## src/fetch_defs.svh

```systemverilog
// sizing macros shared by the prefetch RTL and its testbench through include
`ifndef FETCH_DEFS_SVH
`define FETCH_DEFS_SVH

//////////////////////////////////////////////////
// fifo sizing
//////////////////////////////////////////////////

// number of 32-bit words held by the fetch fifo
`define FETCH_FIFO_DEPTH 4

// fill count width, must hold 0 up to the depth
`define FETCH_CNT_W 3

//////////////////////////////////////////////////
// memory side
//////////////////////////////////////////////////

// requests allowed in flight at once
`define FETCH_MAX_OUTSTANDING 2

// first fetch address after reset
`define FETCH_BOOT_ADDR 32'h0000_0080

`endif

```

## src/fetch_pkg.sv

```systemverilog
// types and helper function shared by the prefetch RTL and its testbench
`default_nettype none

package fetch_pkg;

  //////////////////////////////////////////////////
  // instruction memory port
  //////////////////////////////////////////////////

  // request side, addr is always word aligned
  typedef struct packed {
    logic        req;
    logic [31:0] addr;
  } mem_req_t;

  // response side
  // gnt accepts the request of this cycle, rvalid carries rdata
  typedef struct packed {
    logic        gnt;
    logic        rvalid;
    logic [31:0] rdata;
  } mem_rsp_t;

  //////////////////////////////////////////////////
  // instruction output
  //////////////////////////////////////////////////

  // compressed instr only uses bits 15:0
  typedef struct packed {
    logic [31:0] instr;
    logic [31:0] addr;
  } instr_out_t;

  // one fetched word, seen whole or as two half-words
  typedef union packed {
    logic [31:0] full;
    struct packed {
      logic [15:0] hi;
      logic [15:0] lo;
    } half;
  } instr_word_u;

  // rv compressed encoding: low two bits other than 2'b11
  function automatic logic is_compressed(input logic [15:0] half_word);
    return half_word[1:0] != 2'b11;
  endfunction

endpackage

`default_nettype wire

```

## src/fetch_fifo.sv

```systemverilog
// word buffer and aligner between memory responses and the instruction output
`default_nettype none
`include "fetch_defs.svh"

module fetch_fifo (
  input  wire logic                   clk,
  input  wire logic                   rst_n,
  // branch restarts the stream at branch_addr_i
  input  wire logic                   branch_i,
  input  wire logic [31:0]            branch_addr_i,
  // words coming back from memory
  input  wire logic [31:0]            in_rdata_i,
  input  wire logic                   in_valid_i,
  output logic [`FETCH_CNT_W-1:0]     in_cnt_o,
  // aligned instruction out
  output logic                        out_valid_o,
  input  wire logic                   out_ready_i,
  output fetch_pkg::instr_out_t       out_o
);

  // entry 0 is the head feeding the output
  logic [`FETCH_FIFO_DEPTH-1:0][31:0] rdata_q, rdata_int, rdata_n;
  logic [`FETCH_FIFO_DEPTH-1:0]       valid_q, valid_int, valid_n;
  logic                               placed;

  // pc of the instruction at the head, bit 1 marks the upper half
  logic [31:0]                        addr_q, addr_n, addr_incr;
  logic [`FETCH_CNT_W-1:0]            fill;

  fetch_pkg::instr_word_u             head_w, next_w;
  logic                               head_valid, pair_valid;
  logic                               lo_compressed, hi_compressed;
  logic                               unaligned;
  logic                               pop_word;

  //////////////////////////////////////////////////
  // head and next word, bypass when empty
  //////////////////////////////////////////////////

  assign head_w.full = valid_q[0] ? rdata_q[0] : in_rdata_i;
  assign next_w.full = valid_q[1] ? rdata_q[1] : in_rdata_i;

  assign head_valid = valid_q[0] || in_valid_i;
  // second word present, either stored or arriving behind a stored head
  assign pair_valid = valid_q[1] || (valid_q[0] && in_valid_i);

  assign lo_compressed = fetch_pkg::is_compressed(head_w.half.lo);
  assign hi_compressed = fetch_pkg::is_compressed(head_w.half.hi);
  assign unaligned     = addr_q[1];

  //////////////////////////////////////////////////
  // aligner
  //////////////////////////////////////////////////

  always_comb begin
    out_o.addr = addr_q;
    if (unaligned) begin
      // upper half of head joined with lower half of next word
      out_o.instr = {next_w.half.lo, head_w.half.hi};
      // full instr across words waits for both halves
      out_valid_o = head_valid && (hi_compressed || pair_valid);
    end else begin
      out_o.instr = head_w.full;
      out_valid_o = head_valid;
    end
  end

  //////////////////////////////////////////////////
  // write side
  //////////////////////////////////////////////////

  // incoming word goes to the first free entry
  always_comb begin
    rdata_int = rdata_q;
    valid_int = valid_q;
    placed    = 1'b0;
    for (int i = 0; i < `FETCH_FIFO_DEPTH; i++) begin
      if (in_valid_i && !valid_q[i] && !placed) begin
        rdata_int[i] = in_rdata_i;
        valid_int[i] = 1'b1;
        placed       = 1'b1;
      end
    end
  end

  // entries are filled from 0 upward, so a popcount is the fill level
  always_comb begin
    fill = '0;
    for (int i = 0; i < `FETCH_FIFO_DEPTH; i++) begin
      if (valid_q[i]) begin
        fill = fill + 1'b1;
      end
    end
  end

  // reads empty during a branch so the controller refetches at once
  assign in_cnt_o = branch_i ? '0 : fill;

  //////////////////////////////////////////////////
  // read side
  //////////////////////////////////////////////////

  assign addr_incr = {addr_q[31:2], 2'b00} + 32'd4;

  // head word is done unless an aligned compressed instr leaves its upper half
  assign pop_word = out_valid_o && out_ready_i && (unaligned || !lo_compressed);

  always_comb begin
    addr_n = addr_q;
    if (out_valid_o && out_ready_i) begin
      if (unaligned) begin
        // full instr here ends in the lower half of the next word
        addr_n = hi_compressed ? addr_incr : {addr_incr[31:2], 2'b10};
      end else if (lo_compressed) begin
        addr_n = {addr_q[31:2], 2'b10};
      end else begin
        addr_n = addr_incr;
      end
    end
  end

  always_comb begin
    rdata_n = rdata_int;
    valid_n = valid_int;
    if (pop_word) begin
      for (int i = 0; i < `FETCH_FIFO_DEPTH - 1; i++) begin
        rdata_n[i] = rdata_int[i + 1];
      end
      valid_n = valid_int >> 1;
    end
  end

  //////////////////////////////////////////////////
  // registers
  //////////////////////////////////////////////////

  always_ff @(posedge clk or negedge rst_n) begin
    if (!rst_n) begin
      addr_q  <= `FETCH_BOOT_ADDR;
      valid_q <= '0;
    end else if (branch_i) begin
      // drop everything, first word after this belongs to the target
      addr_q  <= branch_addr_i;
      valid_q <= '0;
    end else begin
      addr_q  <= addr_n;
      valid_q <= valid_n;
    end
  end

  // word storage, qualified by valid_q
  always_ff @(posedge clk) begin
    rdata_q <= rdata_n;
  end

endmodule

`default_nettype wire

```

## src/fetch_ctrl_fsm.sv

```systemverilog
// fetch controller that issues word requests to instruction memory and follows branches
`default_nettype none
`include "fetch_defs.svh"

module fetch_ctrl_fsm (
  input  wire logic                   clk,
  input  wire logic                   rst_n,
  // branch target, half-word aligned
  input  wire logic                   branch_i,
  input  wire logic [31:0]            branch_addr_i,
  // occupancy of the fetch path
  input  wire logic [`FETCH_CNT_W-1:0] fifo_cnt_i,
  input  wire logic [1:0]             outstanding_i,
  // memory handshake
  input  wire logic                   gnt_i,
  output fetch_pkg::mem_req_t         mem_req_o
);

  typedef enum logic [1:0] {
    IDLE,
    FETCH,
    WAIT_ROOM
  } state_e;

  state_e       state_q, state_n;

  // next word address to request
  logic [31:0]  addr_q;
  logic [3:0]   fill;
  logic         room;
  logic         req;

  //////////////////////////////////////////////////
  // room check
  //////////////////////////////////////////////////

  // stored words plus words still to arrive must fit the fifo
  assign fill = {1'b0, fifo_cnt_i} + {2'b00, outstanding_i};

  assign room = (fill < 4'(`FETCH_FIFO_DEPTH)) &&
                (outstanding_i < 2'(`FETCH_MAX_OUTSTANDING));

  //////////////////////////////////////////////////
  // state machine
  //////////////////////////////////////////////////

  always_comb begin
    state_n = state_q;
    case (state_q)
      // one quiet cycle out of reset
      IDLE:      state_n = FETCH;
      FETCH:     if (!room) state_n = WAIT_ROOM;
      WAIT_ROOM: if (room) state_n = FETCH;
      default:   state_n = IDLE;
    endcase
    // a branch always restarts fetching
    if (branch_i) begin
      state_n = FETCH;
    end
  end

  // no request in the branch cycle, the old address is stale
  assign req = (state_q == FETCH) && room && !branch_i;

  always_ff @(posedge clk or negedge rst_n) begin
    if (!rst_n) begin
      state_q <= IDLE;
    end else begin
      state_q <= state_n;
    end
  end

  //////////////////////////////////////////////////
  // fetch address
  //////////////////////////////////////////////////

  always_ff @(posedge clk or negedge rst_n) begin
    if (!rst_n) begin
      addr_q <= `FETCH_BOOT_ADDR;
    end else if (branch_i) begin
      // word holding the target, the fifo picks the half
      addr_q <= {branch_addr_i[31:2], 2'b00};
    end else if (req && gnt_i) begin
      addr_q <= addr_q + 32'd4;
    end
  end

  assign mem_req_o.req  = req;
  assign mem_req_o.addr = addr_q;

endmodule

`default_nettype wire

```

## src/fetch_outstanding_cnt.sv

```systemverilog
// tracks requests in flight and filters responses made stale by a branch
`default_nettype none

module fetch_outstanding_cnt (
  input  wire logic clk,
  input  wire logic rst_n,
  input  wire logic branch_i,
  // memory strobes
  input  wire logic req_i,
  input  wire logic gnt_i,
  input  wire logic rvalid_i,
  // to controller and fifo
  output logic [1:0] outstanding_o,
  output logic       fifo_valid_o
);

  logic [1:0] cnt_q, cnt_n;
  // responses still to discard after a branch
  logic [1:0] drop_q;
  logic       granted;

  //////////////////////////////////////////////////
  // in-flight count
  //////////////////////////////////////////////////

  assign granted = req_i && gnt_i;

  // plus one per grant, minus one per response
  assign cnt_n = cnt_q + {1'b0, granted} - {1'b0, rvalid_i};

  always_ff @(posedge clk or negedge rst_n) begin
    if (!rst_n) begin
      cnt_q  <= '0;
      drop_q <= '0;
    end else begin
      cnt_q <= cnt_n;
      if (branch_i) begin
        // everything pending after this edge belongs to the old stream
        drop_q <= cnt_n;
      end else if (rvalid_i && (drop_q != 2'd0)) begin
        drop_q <= drop_q - 2'd1;
      end
    end
  end

  //////////////////////////////////////////////////
  // response filter
  //////////////////////////////////////////////////

  // a response in the branch cycle is stale as well
  assign fifo_valid_o  = rvalid_i && (drop_q == 2'd0) && !branch_i;
  assign outstanding_o = cnt_q;

endmodule

`default_nettype wire

```

## src/prefetch_buffer.sv

```systemverilog
// prefetch top connecting controller, request counter and fifo to memory and output
`default_nettype none
`include "fetch_defs.svh"

module prefetch_buffer (
  input  wire logic                clk,
  input  wire logic                rst_n,

  // branch from the core, one-cycle pulse
  input  wire logic                branch_i,
  input  wire logic [31:0]         branch_addr_i,

  // instruction memory port
  output fetch_pkg::mem_req_t      mem_req_o,
  input  wire fetch_pkg::mem_rsp_t mem_rsp_i,

  // aligned instruction stream
  output logic                     instr_valid_o,
  input  wire logic                instr_ready_i,
  output fetch_pkg::instr_out_t    instr_o
);

  logic [1:0]              outstanding;
  logic [`FETCH_CNT_W-1:0] fifo_cnt;
  logic                    fifo_valid;

  //////////////////////////////////////////////////
  // request side
  //////////////////////////////////////////////////

  fetch_ctrl_fsm u_ctrl (
    .clk           (clk),
    .rst_n         (rst_n),
    .branch_i      (branch_i),
    .branch_addr_i (branch_addr_i),
    .fifo_cnt_i    (fifo_cnt),
    .outstanding_i (outstanding),
    .gnt_i         (mem_rsp_i.gnt),
    .mem_req_o     (mem_req_o)
  );

  // sees the request actually driven to memory
  fetch_outstanding_cnt u_cnt (
    .clk           (clk),
    .rst_n         (rst_n),
    .branch_i      (branch_i),
    .req_i         (mem_req_o.req),
    .gnt_i         (mem_rsp_i.gnt),
    .rvalid_i      (mem_rsp_i.rvalid),
    .outstanding_o (outstanding),
    .fifo_valid_o  (fifo_valid)
  );

  //////////////////////////////////////////////////
  // response side
  //////////////////////////////////////////////////

  fetch_fifo u_fifo (
    .clk           (clk),
    .rst_n         (rst_n),
    .branch_i      (branch_i),
    .branch_addr_i (branch_addr_i),
    .in_rdata_i    (mem_rsp_i.rdata),
    .in_valid_i    (fifo_valid),
    .in_cnt_o      (fifo_cnt),
    .out_valid_o   (instr_valid_o),
    .out_ready_i   (instr_ready_i),
    .out_o         (instr_o)
  );

endmodule

`default_nettype wire

```

## config.mk

```make
export PLATFORM = sky130hd
export DESIGN_NAME = prefetch_buffer
export DESIGN_NICKNAME = d
export VERILOG_FILES = /design/src/fetch_pkg.sv /design/src/fetch_fifo.sv /design/src/fetch_ctrl_fsm.sv /design/src/fetch_outstanding_cnt.sv /design/src/prefetch_buffer.sv
export VERILOG_INCLUDE_DIRS = /design/src
export SDC_FILE = /design/constraint.sdc
export NUM_CORES = 1
export LEC_CHECK = 0
export ABC_AREA = 1
export BUFFER_PORTS_ARGS = -buffer_cell sky130_fd_sc_hd__buf_4
export CAP_MARGIN = 20
export CORE_MARGIN = 2
export CORE_UTILIZATION = 40
export DETAILED_ROUTE_END_ITERATION = 7
export PLACE_DENSITY = 0.71
export SLEW_MARGIN = 20
export SYNTH_ARGS = -nofsm -noshare
export SYNTH_HDL_FRONTEND = slang
export SYNTH_SLANG_ARGS = --single-unit
```

## constraint.sdc

```tcl
create_clock -name clk -period 10.62 [get_ports clk]
set_input_delay 3.186 -clock clk [delete_from_list [all_inputs] [get_ports clk]]
set_output_delay 3.186 -clock clk [all_outputs]
set_load 0.02 [all_outputs]
```

==> results of run 1 <==
## layer usage
metal	routed length, um	vias up	GRT usage [%]	share of wire, %
met5	51	-	0	0.15
met4	709	8	6.25	2.1
met3	2830	47	5.15	8.5
met2	15300	414	36.3	46
met1	14500	5258	28.7	43
li1	-	5672	-	-
## stage by stage
stage	worst slack (ns)	std cells
finish	2.14	2197
global route	1.94	2197
CTS	2.17	2197
detailed placement	2.18	2165
global placement	2.22	2165
floorplan	2.70	1704
## path summary, 6_finish.rpt
check | startpoint | endpoint | slack [ns] | depth (start not counted)
setup / recovery | branch_i | instr_valid_o | 2.14 | 7
hold / removal | u_fifo.rdata_q[114]$_DFF_P_ | u_fifo.rdata_q[114]$_DFF_P_ | 0.47 | 2
setup reg to reg | u_fifo.valid_q[0]$_DFFE_PN0P_ | u_ctrl.addr_q[8]$_DFFE_PN0P_ | 5.48 | 15
hold reg to reg | u_fifo.rdata_q[114]$_DFF_P_ | u_fifo.rdata_q[114]$_DFF_P_ | 0.47 | 2
max in group asynchronous | rst_n | u_fifo.valid_q[2]$_DFF_PN0_ | 7.10 | 1
min in group asynchronous | rst_n | u_ctrl.addr_q[19]$_DFFE_PN0P_ | 2.86 | 1
## Yosys cell counts (all sizes together)
cell type | instances | area share, %
nor3b | 1 | 0.065
nand3b | 12 | 0.79
dfstp | 2 | 0.46
nand3 | 107 | 4.8
a31oi | 1 | 0.055
nand2 | 574 | 19
buf | 64 | 3.4
o211ai | 16 | 1.0
dfxtp | 96 | 17
xor2 | 5 | 0.38
a21o | 1 | 0.065
inv | 174 | 5.7
clkbuf | 27 | 0.88
a21boi | 1 | 0.065
dfrtp | 70 | 15
nor3 | 9 | 0.44
o22ai | 1 | 0.055
xnor2 | 9 | 0.69
o21ai | 266 | 12
nor2 | 147 | 5.0
conb | 1 | 0.033
a21oi | 60 | 2.6
o21bai | 1 | 0.065
edfxtp | 32 | 8.4
and2 | 1 | 0.055
nand4 | 13 | 1.0
ha | 11 | 1.2
nor4 | 1 | 0.19
## sequential cells by signal, summed over array words and instances (netlist names)
name and flops:
u_ctrl.addr_q 30, u_ctrl.state_q 2, u_fifo.rdata_q 128, u_cnt.outstanding_o 2, u_cnt.drop_q 2, u_fifo.addr_q 32, u_fifo.valid_q 4
## worst reg2reg max path: cells and delay by family (launching register included)
family,cells,cell delay (ns)
DFF,1,0.76
buffers and inverters,2,0.49
xor gates and xnor gates,1,0.22
AOI/OAI and AO/OA,2,0.22
and+or+nand+nor,7,2.39
adders and majority gates,3,1.01
## cell type report
cell class,instances,area [um^2]
multi-input cells,1239,5650
fillers,2779,14600
flip-flops and latches,200,4690
clock buffers,17,425
inverters,174,656
repair buffers,174,1310
clock inverters,15,221
well taps,378,473
## cell families (layout without fill, tap and decap cells)
group / after synthesis / in the layout / synth area share [%]
adder cells (fa/ha/maj): 11 / 11 / 1.20
AO/OA/AOI/OAI: 347 / 347 / 15.7
AND/OR/NAND/NOR: 865 / 865 / 31.1
buffers and inverters: 265 / 380 / 10.0
flip-flops: 200 / 200 / 40.9
other: 1 / 2 / 0.0327
XOR/XNOR: 14 / 14 / 1.07
## power by group through the flow
stage | Combinational [mW] | Sequential (mW) | Clock [mW]
2_1_floorplan | 0.667 | 1.13 | 0
3_3_place_gp | 1.03 | 1.12 | 0
3_5_place_dp | 1.05 | 1.12 | 0
4_1_cts | 1.06 | 1.11 | 0.722
5_1_grt | 1.18 | 1.13 | 0.751
6_report | 1.06 | 1.11 | 0.710
==> results.py, run 1 <==
metrics = {
    "run_status": {
        "run_status": "complete, no violations",
    },
    "power_and_ir_drop": {
        "post-layout-total-power_mw": 2.88,
        "p_per_area_nw_per_um2": 215,
        "clock_power_share_pct": 24.7,
        "power_switching_mw": 1.20,
        "power.combinational.fraction_pct": 36.8,
        "power.internal_mw": 1.67,
        "swShare_pct": 41.9,
        "power_frac_seq_pct": 38.6,
        "vdd_drop_max_uv": 142,
        "static-leakage-power_nw": 6.54,
    },
    "cells_and_area": {
        "final_common_cell": "sky130_fd_sc_hd__nand2_1",
        "syn2layout_area_growth_pct": 17.0,
        "final_layout_size_suffix_gt1_share_pct": 12.9,
        "fin_nets": 1887,
        "layout.cells.most_common_list": "sky130_fd_sc_hd__nand2_1, sky130_fd_sc_hd__o21ai_0, sky130_fd_sc_hd__buf_4, sky130_fd_sc_hd__inv_1, sky130_fd_sc_hd__nor2_1",
        "post-route-util_pct": 47.9,
        "antenna_cells": 0,
        "final_instance_area_um2": 13400,
    },
    "worst_setup_path": {
        "path_max_fanout": 92,
        "worst-path-buf-inv": 4,
        "worst_path_dominant_cell_family": "buffers and inverters",
        "cp.arrival_ns": 5.29,
        "critical_path.startpoint_type": "input port",
        "critPathRequiredTime_ns": 7.43,
        "crit_chain": "buf_4 > inv_2 > buf_4 > nand3_1 > nand2_1 > a21boi_0 > buf_4",
        "critPathSlowestCell": "sky130_fd_sc_hd__buf_4",
        "timing.critical_path.to_type": "primary output",
        "critical_path.most_common_cell": "sky130_fd_sc_hd__buf_4",
        "critical_path_type": "input port to primary output",
        "slowest_delay_ns": 0.73,
    },
    "synthesis": {
        "synth_cell_types": 41,
        "ys_seq_area_share_pct": 40.9,
        "avgSynthCellArea_um2": 6.73,
        "netlist_instances": 1703,
        "ys_seq_elements": 200,
        "synthesis.area_um2": 11500,
        "synthesis.yosys.warnings": 0,
    },
    "sta": {
        "final.setup_skew_ns": 0.0229,
        "clock.fmax_ghz": 0.118,
        "finalHoldViolations": 0,
        "slew_violations": 0,
        "slew_headroom_pct": 28.5,
        "setup-tns-final_ns": 0,
        "final.min_clock_period_ns": 8.48,
        "setup_viol_count_final": 0,
        "min_period_over_period_pct": 79.9,
        "finalHoldWorstSlack_ns": 0.469,
        "unrepaired_setup_endpoints_after_global_routing": "no",
        "worstMarginPinSlew_ns": 1.07,
    },
    "floorplan": {
        "design.die.area_um2": 30000,
        "std_cell_rows": 61,
        "start_util_pct": 40.9,
        "die-height_um": 173,
        "core-area_um2": 28000,
        "ioPinCount": 168,
        "die_w_um": 173,
    },
    "routing": {
        "vias": 11400,
        "drt-initial-drc-count": 1089,
        "routed_wl_um": 33400,
        "route.detailed.vias_per_inst": 5.19,
        "detail_route.first_pass.iterations": 5,
        "ant_nets": 0,
        "wl_per_cell_um": 15.2,
        "drc": 0,
    },
    "clock_tree": {
        "buffer_cell_driving_the_clock_tree_root": "sky130_fd_sc_hd__clkbuf_16",
        "post_cts.repair.setup_buffers": 0,
        "clk_latency_ns": 0.45,
        "hold_buffers": 0,
        "clock_tree_from_tritoncts": "built",
        "maximum_clock_path_buffer_count": 2,
        "total_of_cells_resized_after_clock_tree_synthesis": 0,
        "clk_pin_slew_worst_setup_hold_paths_ns": 0.10,
        "cts_made_buffers": 17,
        "h-tree-depth": 4,
        "clock_sinks": 200,
    },
    "global_routing": {
        "via_count_of_the_first_global_routing_pass": 10300,
        "grt_pass1_wl_um": 53300,
        "global_route.usage.total_pct": 22.0,
        "global_route.overflow_total": 0,
        "initial_antenna_violation_count": 4,
        "grt_start_max_net_pins": 103,
    },
    "placed_design": {
        "hpwlAfterDp_um": 23100,
        "buffer_ports.inserted": 165,
        "placement.cell_area_um2": 12800,
        "gp_routability_congestion": 0.934,
    },
    "flow_run": {
        "drv.max_cap_violation_count": 0,
    },
    "worst_hold_path": {
        "min_path_type": "flop to flop",
    },
}
Note: power is estimated with default switching activity, not from simulation.
==> run 2, diff against run 1 <==
--- a/config.mk
+++ b/config.mk
@@ -12,7 +12,7 @@
 export CORE_MARGIN = 2
 export CORE_UTILIZATION = 40
 export DETAILED_ROUTE_END_ITERATION = 7
-export PLACE_DENSITY = 0.71
+export PLACE_DENSITY = 0.74
 export SLEW_MARGIN = 20
 export SYNTH_ARGS = -nofsm -noshare
 export SYNTH_HDL_FRONTEND = slang
==> constraint.sdc (replaced) <==
create_clock -name clk -period 6.8 [get_ports clk]
set_input_delay 2.04 -clock clk [delete_from_list [all_inputs] [get_ports clk]]
set_output_delay 2.04 -clock clk [all_outputs]
set_load 0.02 [all_outputs]
==> run 2 against run 1 <==
Die area did not move. First-iteration DRC count rose by 6.2%. Register-to-register slack got worse by 3.7 ns. Cell count did not move. Sequential share of layout area fell by 0.10 points. Flip-flop and latch count did not move. Critical path depth rose by 7. Critical endpoint is now mem_req_o[32]. Highest routed layer unchanged.
==> results.py, run 2 (synthesized netlist as in run 1, its figures left out) <==
metrics = {
    "floorplan": {
        "die-height_um": 173,
        "start_util_pct": 40.9,
        "std_cell_rows": 61,
        "core-area_um2": 28000,
        "die_w_um": 173,
        "ioPinCount": 168,
        "design.die.area_um2": 30000,
    },
    "clock_tree": {
        "maximum_clock_path_buffer_count": 2,
        "clk_latency_ns": 0.45,
        "buffer_cell_driving_the_clock_tree_root": "sky130_fd_sc_hd__clkbuf_16",
        "total_of_cells_resized_after_clock_tree_synthesis": 0,
        "clock_sinks": 200,
        "clock_tree_from_tritoncts": "built",
        "post_cts.repair.setup_buffers": 0,
        "h-tree-depth": 4,
        "cts_made_buffers": 17,
        "clk_pin_slew_worst_setup_hold_paths_ns": 0.09,
        "hold_buffers": 0,
    },
    "sta": {
        "finalHoldViolations": 0,
        "min_period_over_period_pct": 84.7,
        "unrepaired_setup_endpoints_after_global_routing": "no",
        "setup-tns-final_ns": 0,
        "setup_viol_count_final": 0,
        "worst_slack_ns": 1.04,
        "slew_violations": 0,
        "slew_headroom_pct": 29.6,
        "final.setup_skew_ns": 0.0175,
        "clock.fmax_ghz": 0.174,
        "worstMarginPinSlew_ns": 1.05,
        "final.min_clock_period_ns": 5.76,
    },
    "routing": {
        "met2_length_um": 15200,
        "wirelength_met1_um": 14500,
        "highest_layer": "met5",
        "vias": 11400,
        "ant_nets": 0,
        "detail_route.first_pass.iterations": 5,
        "drc": 0,
        "routed_wl_um": 33700,
        "wl_per_cell_um": 15.3,
        "route.detailed.vias_per_inst": 5.19,
        "wl_met3_um": 2810,
        "drt-initial-drc-count": 1157,
    },
    "cells_and_area": {
        "layout_top_registers": "u_fifo.rdata_q: 128 flops, u_fifo.addr_q: 32 flops, u_ctrl.addr_q: 30 flops",
        "fin_nets": 1887,
        "syn2layout_area_growth_pct": 17.3,
        "final_instance_area_um2": 13500,
        "flip_flop_count_of_the_largest_register_after_layout": 128,
        "antenna_cells": 0,
        "final_common_cell": "sky130_fd_sc_hd__nand2_1",
        "final_layout_size_suffix_gt1_share_pct": 12.9,
        "largest_register": "u_fifo.rdata_q",
        "layout.cells.most_common_list": "sky130_fd_sc_hd__nand2_1, sky130_fd_sc_hd__o21ai_0, sky130_fd_sc_hd__buf_4, sky130_fd_sc_hd__inv_1, sky130_fd_sc_hd__nor2_1",
    },
    "placed_design": {
        "placement.cell_area_um2": 12800,
        "placement.setup.worst_slack_ns": 1.04,
        "hpwlAfterDp_um": 23600,
        "gp_routability_congestion": 0.907,
        "buffer_ports.inserted": 165,
    },
    "power_and_ir_drop": {
        "power.internal_mw": 2.63,
        "static-leakage-power_nw": 6.55,
        "post-layout-total-power_mw": 4.53,
        "power_frac_seq_pct": 38.4,
        "power_switching_mw": 1.91,
        "swShare_pct": 42.1,
        "clock_power_share_pct": 24.9,
        "p_per_area_nw_per_um2": 337,
        "vdd_drop_max_uv": 166,
        "power.combinational.fraction_pct": 36.7,
    },
    "global_routing": {
        "via_count_of_the_first_global_routing_pass": 10300,
        "grt_start_max_net_pins": 163,
        "global_route.overflow_total": 0,
        "initial_antenna_violation_count": 1,
        "global_route.usage.total_pct": 21.9,
        "grt_pass1_wl_um": 53200,
    },
    "run_status": {
        "run_status": "complete, no violations",
    },
    "flow_run": {
        "drv.max_cap_violation_count": 0,
    },
    "worst_setup_path": {
        "cp.arrival_ns": 3.72,
        "critical_path_type": "flop to primary output",
        "timing.critical_path.to_type": "primary output",
        "critPathRequiredTime_ns": 4.76,
        "path_max_fanout": 62,
        "critical_path.startpoint_type": "flop",
    },
    "worst_hold_path": {
        "min_path_type": "flop to flop",
    },
}
[run 2: critical path, cell delays in order, from the launching register on]
cell and delay (ns):
sky130_fd_sc_hd__dfrtp_1 0.70, sky130_fd_sc_hd__inv_4 0.37, sky130_fd_sc_hd__ha_1 0.44, sky130_fd_sc_hd__xnor2_1 0.22, sky130_fd_sc_hd__inv_1 0.09, sky130_fd_sc_hd__ha_1 0.28, sky130_fd_sc_hd__o21ai_0 0.18, sky130_fd_sc_hd__a21oi_1 0.06
sky130_fd_sc_hd__ha_1 0.27, sky130_fd_sc_hd__nand2_1 0.05, sky130_fd_sc_hd__nor2_1 0.10, sky130_fd_sc_hd__nand3_1 0.14, sky130_fd_sc_hd__nand3_1 0.16, sky130_fd_sc_hd__inv_1 0.06, sky130_fd_sc_hd__buf_4 0.15
[run 2: final cells by class]
type | instances | area, um^2
clock inverter | 15 | 235
inverter | 174 | 656
clock buffer | 17 | 425
multi-input combinational | 1239 | 5650
timing repair buffer | 174 | 1330
sequential | 200 | 4690
tap | 378 | 473
fill | 2769 | 14600
[run 2: through the flow]
step           utilization, %  cells  hold WS [ns]
2_1_floorplan               -   1704         0.422
3_3_place_gp             45.6   2164         0.435
3_5_place_dp             45.7   2165         0.441
4_1_cts                  48.0   2197         0.464
5_1_grt                  48.0   2197         0.494
6_report                 48.0   2197         0.461
[run 2: path summary, 6_finish.rpt]
kind	endpoint	cells after the start	slack, ns	startpoint
worst min register to register	u_fifo.rdata_q[110]$_DFF_P_	2	0.46	u_fifo.rdata_q[110]$_DFF_P_
max in group asynchronous	u_fifo.addr_q[3]$_DFFE_PN0P_	1	4.41	rst_n
worst max-delay path	mem_req_o[32]	14	1.04	u_fifo.valid_q[0]$_DFFE_PN0P_
worst max register to register	u_ctrl.addr_q[5]$_DFFE_PN0P_	15	1.75	u_fifo.valid_q[0]$_DFFE_PN0P_
worst min-delay path	u_fifo.rdata_q[110]$_DFF_P_	2	0.46	u_fifo.rdata_q[110]$_DFF_P_
min in group asynchronous	u_ctrl.addr_q[14]$_DFFE_PN0P_	1	1.73	rst_n
[run 2: routing by layer]
metal / up-vias / GRT usage, %
li1: 5676 / -
met1: 5208 / 29.4
met5: - / 0
met2: 450 / 34.7
met3: 64 / 4.52
met4: 2 / 8.79
[run 2: power by group through the flow]
stage	Combinational, mW	Sequential [mW]	Clock (mW)
floorplan	1.04	1.77	0
finish	1.66	1.74	1.13
global placement	1.61	1.74	0
detailed placement	1.65	1.75	0
CTS	1.66	1.73	1.14
global route	1.86	1.77	1.18
